File: src/design/ddl_pkg.sv
`default_nettype none

package ddl_pkg;

  // Address, bank and data widths
  localparam int ROW_BITS  = 13;
  localparam int BANK_BITS = 3;
  localparam int DATA_BITS = 32;
  localparam int MASK_BITS = 4;

  // DDR3 commands, encoded as {RAS#, CAS#, WE#}
  typedef enum logic [2:0] {
    CMD_MODE = 3'b000,
    CMD_REFR = 3'b001,
    CMD_PREC = 3'b010,
    CMD_ACTV = 3'b011,
    CMD_WRIT = 3'b100,
    CMD_READ = 3'b101,
    CMD_ZQCL = 3'b110,
    CMD_NOOP = 3'b111
  } cmd_e;

  // The same word seen as a command code or as the three PHY strobes
  typedef union packed {
    cmd_e code;
    struct packed {
      logic ras_n;
      logic cas_n;
      logic we_n;
    } bits;
  } cmd_u;

  // Bank-machine states, named after the last accepted command
  typedef enum logic [2:0] {
    ST_IDLE = 3'd0,
    ST_ACTV = 3'd1,
    ST_READ = 3'd2,
    ST_WRIT = 3'd3,
    ST_PREC = 3'd4,
    ST_REFR = 3'd5,
    ST_MODE = 3'd6,
    ST_ZQCL = 3'd7
  } state_e;

  // Cycles from acceptance until ready is high again
  localparam int CYC_ACT_TO_RW  = 3;
  localparam int CYC_ACT_TO_ACT = 4;
  localparam int CYC_PRE_TO_ACT = 3;
  localparam int CYC_REF_TO_ACT = 11;
  localparam int CYC_MRD        = 4;
  localparam int CYC_ZQ_INIT    = 64;
  localparam int CYC_RD_TO_RD   = 4;
  localparam int CYC_RD_TO_WR   = 6;
  localparam int CYC_WR_TO_RD   = 9;
  localparam int CYC_WR_TO_WR   = 4;
  localparam int CYC_RW_TO_ACT  = 2;
  localparam int CYC_RW_TO_PRE  = 4;

  // Write latency to the strobe, and BL8 burst length in clock cycles
  localparam int WR_LAT    = 3;
  localparam int BURST_CYC = 4;

  // The hold-off timer counts down from N-1, so ZQ init sets the width
  localparam int TIMER_BITS = $clog2(CYC_ZQ_INIT);

endpackage

`default_nettype wire

File: src/design/ddl_write_path.sv
`default_nettype none
`timescale 1ns/100ps

module ddl_write_path (
  input  logic clock,
  input  logic reset,
  input  logic wr_accept_i,
  output logic dfi_wstb_o,
  output logic dfi_wren_o
);

  // Write latency line with one bit per accepted WRITE in flight
  logic [ddl_pkg::WR_LAT-1:0]    lat_q;
  logic                          wstb_q;
  // Write-enable window whose bit 0 drives the PHY
  logic [ddl_pkg::BURST_CYC-1:0] burst_q;

  always_ff @(posedge clock) begin
    if (reset) begin
      lat_q   <= '0;
      wstb_q  <= 1'b0;
      burst_q <= '0;
    end else begin
      lat_q <= {lat_q[ddl_pkg::WR_LAT-2:0], wr_accept_i};

      // Strobe leaves WR_LAT cycles after the accept edge
      wstb_q <= lat_q[ddl_pkg::WR_LAT-1];

      // A strobe (re)fills the window, so a following burst runs on seamlessly
      if (wstb_q) begin
        burst_q <= {ddl_pkg::BURST_CYC{1'b1}};
      end else begin
        burst_q <= {1'b0, burst_q[ddl_pkg::BURST_CYC-1:1]};
      end
    end
  end

  assign dfi_wstb_o = wstb_q;
  assign dfi_wren_o = burst_q[0];

endmodule

`default_nettype wire

File: config.mk
export PLATFORM = sky130hd
export DESIGN_NAME = ddl_write_path
export DESIGN_NICKNAME = d
export VERILOG_FILES = /design/src/design/ddl_pkg.sv /design/src/design/ddl_write_path.sv
export SDC_FILE = /design/constraint.sdc
export NUM_CORES = 1
export LEC_CHECK = 0
export BUFFER_PORTS_ARGS = -buffer_cell sky130_fd_sc_hd__clkbuf_2
export CAP_MARGIN = 20
export CORE_AREA = 2 2 39 41
export DETAILED_ROUTE_END_ITERATION = 12
export DIE_AREA = 0 0 41 43
export PLACE_DENSITY_LB_ADDON = 0.15
export SETUP_SLACK_MARGIN = 0.2
export SYNTH_ARGS = -nofsm -noshare
export SYNTH_HDL_FRONTEND = slang
export SYNTH_SLANG_ARGS = --single-unit
export TNS_END_PERCENT = 100
File: constraint.sdc
create_clock -name clock -period 1.85 [get_ports clock]
set_input_delay 0.185 -clock clock [delete_from_list [all_inputs] [get_ports clock]]
set_output_delay 0.185 -clock clock [all_outputs]
set_load 0.01 [all_outputs]
# Yosys cells after proc, flatten, opt, wreduce, memory -nomap -nowiden
# Index checks and enable logic that the tools add are counted.
dict set report totals {
  n_memories 0
  latchBits 0
  romBits 0
  regBits 8
  output_inout_bits 2
  mem_bits_rw 0
}
dict set report classes {
  shift 0
  n_eq_ne 0
  div 0
  multipliers 0
  n_reduce_logical 0
  bitwise_logic 0
  n_mux 1
  addsub 0
  n_lt_le_gt_ge 0
}
# op count
set op_table {}
lappend op_table {{4-bit 2-to-1 mux} 1}

# Logic depth before layout (Yosys ltp)
dict set report depth {
  word_depth 1
  depth_mapped 1
}

# Least setup slack after synthesis
# Ideal clock, no wire load.
dict set report synth_path {
  path_kind {register -> register}
  startpoint {register wstb_q, in the netlist dfi_wstb_o}
  endpoint {register burst_q[0] in the netlist's numbering}
  setup_time_ns 0.115
  arrival_ns 0.549
  slack_ns 1.186
  synth_period_minus_slack_ns 0.664
  path_stages_with_launch 2
  cell_sequence {dfxtp_1 o21ba_2}
}
dict set report synth_via {
  elab_chain_cells 1
}
# item line_no
set synth_lines {}
lappend synth_lines {{start, declared} ddl_write_path.sv:14} ;# logic wstb_q;
lappend synth_lines {{start signal, assigned} ddl_write_path.sv:27} ;# wstb_q <= lat_q[ddl_pkg::WR_LAT-1];
lappend synth_lines {{4-bit 2-to-1 mux} ddl_write_path.sv:30} ;# if (wstb_q) begin
lappend synth_lines {{end signal, assigned} ddl_write_path.sv:31} ;# burst_q <= {ddl_pkg::BURST_CYC{1'b1}};
lappend synth_lines {{end signal, assigned} ddl_write_path.sv:33} ;# burst_q <= {1'b0, burst_q[ddl_pkg::BURST_CYC-1:1]};
lappend synth_lines {{end, declared} ddl_write_path.sv:16} ;# logic [ddl_pkg::BURST_CYC-1:0] burst_q;
# No other way between the ends.
# A chain may end at the register's enable or synchronous reset.

# Worst setup path after layout
dict set report layout_path {
  startpoint {register wstb_q, in the netlist dfi_wstb_o}
  endpoint {output port dfi_wstb_o}
}
# item line_no
set layout_lines {}
lappend layout_lines {{end, declared} ddl_write_path.sv:8} ;# output logic dfi_wstb_o,
# No word-level cell between the ends.

==> impl_metrics.env <==
export IMPL_synthDistinctLibCells=3
export IMPL_antenna_found_initial=0
export IMPL_dr_pass1_iters=2
export IMPL_path_delay_family="flip-flops"
export IMPL_grt_pass1_vias=137
export IMPL_cts_htree_levels=1
export IMPL_postSynthCellCount=16
export IMPL_crit_slowest_cell="dfxtp_1"
export IMPL_cp_max_fo=5
export IMPL_cp_data_required_time_ns=1.66
export IMPL_netlist_area_um2=234.0
export IMPL_wl_um=306
export IMPL_ys_ff_latch=8
export IMPL_diodes=0
export IMPL_tritoncts="yes"
export IMPL_wl_per_cell_um=7.846
export IMPL_ant_nets=0
export IMPL_cts_buffer_depth=2
export IMPL_numCtsBuffers=3
export IMPL_via_per_inst=3.513
export IMPL_cts_root_buf="clkbuf_4"
export IMPL_drc_errors=0
export IMPL_crit_path_end_kind="output pin"
export IMPL_layout_drive_gt1_share=0.6522
export IMPL_drt_iter0_drc=1
export IMPL_pwr_density_cell_nw_per_um2=1070
export IMPL_synth_net_count=19
export IMPL_worst_pin_slew_ns=0.1523
export IMPL_dieArea_um2=1763
export IMPL_die_width_um=41
export IMPL_critical_path_max_stage_delay_ns=0.38
export IMPL_grt_usage=0.06042
export IMPL_fmax_ghz=1.034
export IMPL_vdd_drop_max_mv=0.2923
export IMPL_critPathBufInv=1
export IMPL_core_area_um2=1384
export IMPL_fin_crit_sh=0.5228
export IMPL_die_h_um=43
export IMPL_finalHoldViolCount=0
export IMPL_hold_buffers=0
export IMPL_p_total_mw=0.3174
export IMPL_clk_pin_slew_ns=0.06
export IMPL_min_path_type="in -> reg"
export IMPL_cap_violations=0
export IMPL_fin_hold_ws_ns=0.1504
export IMPL_synth_seq_area_share=0.6845
export IMPL_crit_chain="clkbuf_2"
export IMPL_ios=5
export IMPL_place_inst=36
export IMPL_slew_viol_final=0
export IMPL_cts_setup_buffers=0
export IMPL_final_setup_viol_count=0
export IMPL_yosys_area_top_type="dfxtp_1"
export IMPL_area_growth_pct=26.74
export IMPL_nets=28
export IMPL_maxSlewHeadroom=0.8983
export IMPL_synth_top_area_share=0.6845
export IMPL_grt_pass1_wl_um=545
export IMPL_grt_max_degree=9
export IMPL_cp_arrival_ns=0.78
export IMPL_vias=137
export IMPL_ys_top_cells_by_area="dfxtp_1 68%, and2b_2 19%, o21ba_2 13%"
export IMPL_rows=14
export IMPL_cts_repair_resized=0
export IMPL_leakage_nw=0.1337
export IMPL_overflow=0
export IMPL_clock_sinks=8
export IMPL_rsz0062_at_grt="no"
export IMPL_insertion_delay_ns=0.25
export IMPL_final_cells=39
export IMPL_cp_start_kind="flip-flop"
export IMPL_crit_type="reg -> out"
export IMPL_finalClockSkew_ns=0.009154
export IMPL_port_buffers=4
export IMPL_avgSynthCellArea_um2=14.62
export IMPL_outcome="completed"
export IMPL_globalplace_congestion=0.5148
export IMPL_min_period_ns=0.9672
export IMPL_synth_warnings=0
export IMPL_tns_ns=0
export IMPL_start_util=0.1691
==> worst paths after layout <==
path | start | to | slack [ns] | depth (start not counted)
max | dfi_wstb_o | dfi_wstb_o | 0.88 | 1
min | wr_accept_i | lat_q[0] | 0.15 | 2
max reg2reg | dfi_wstb_o | burst_q[1] | 1.20 | 1
min reg2reg | burst_q[3] | burst_q[2] | 0.44 | 1
==> cells in the final DEF, fill, tap and decap left out <==
cell type  n
and2b_2    5
clkbuf_2   4
o21ba_2    3
clkbuf_4   3
dfxtp_1    8
==> cell type report <==
cell class	instances	area, um2
fill	155	1087
multi-input combinational	8	73.82
clock buffer	3	22.52
tap	16	20.02
sequential	8	160.2
timing repair buffer	4	20.02
==> state kept, by name, summed over array words and instances, names as in the netlist <==
register,count
burst_q,4
lat_q,3
dfi_wstb_o,1
==> synthesized netlist by cell type <==
library cell  count
and2b_2           5
dfxtp_1           8
o21ba_2           3
==> logic make-up (layout without fill, tap and decap cells) <==
kind of cell,Yosys count,count (layout),share of synthesized area
flip-flops,8,8,0.6845
AND/OR/NAND/NOR,5,5,0.1872
AO/OA/AOI/OAI,3,3,0.1283
buffers and inverters,0,7,0
==> through the flow <==
| step | util | setup WS [ns] | instance area (um2) |
|---|---|---|---|
| after floorplan | - | 1.186 | 234.0 |
| after detailed placement | 0.1980 | 1.121 | 274.0 |
| after global routing | 0.2143 | 0.8010 | 296.5 |
| final | 0.2143 | 0.8828 | 296.5 |
| after global placement | 0.1980 | 1.157 | 274.0 |
| after CTS | 0.2143 | 0.8481 | 296.5 |
==> where the power goes <==
| part | switching, mW | internal, mW | total, mW | leakage [nW] |
|---|---|---|---|---|
| sequential | 0.00127 | 0.177 | 0.178 | 0.0651 |
| clock | 0.0550 | 0.0739 | 0.129 | 0.0138 |
| combinational | 0.00320 | 0.00704 | 0.0102 | 0.0547 |
==> per-layer routing <==
metal  track usage  share of wire
met2       0.05938           0.43
met3       0.06283           0.11
met1       0.04545           0.42
met4        0.1000          0.033
met5             0              0
Power figures use the tool's default switching activity.
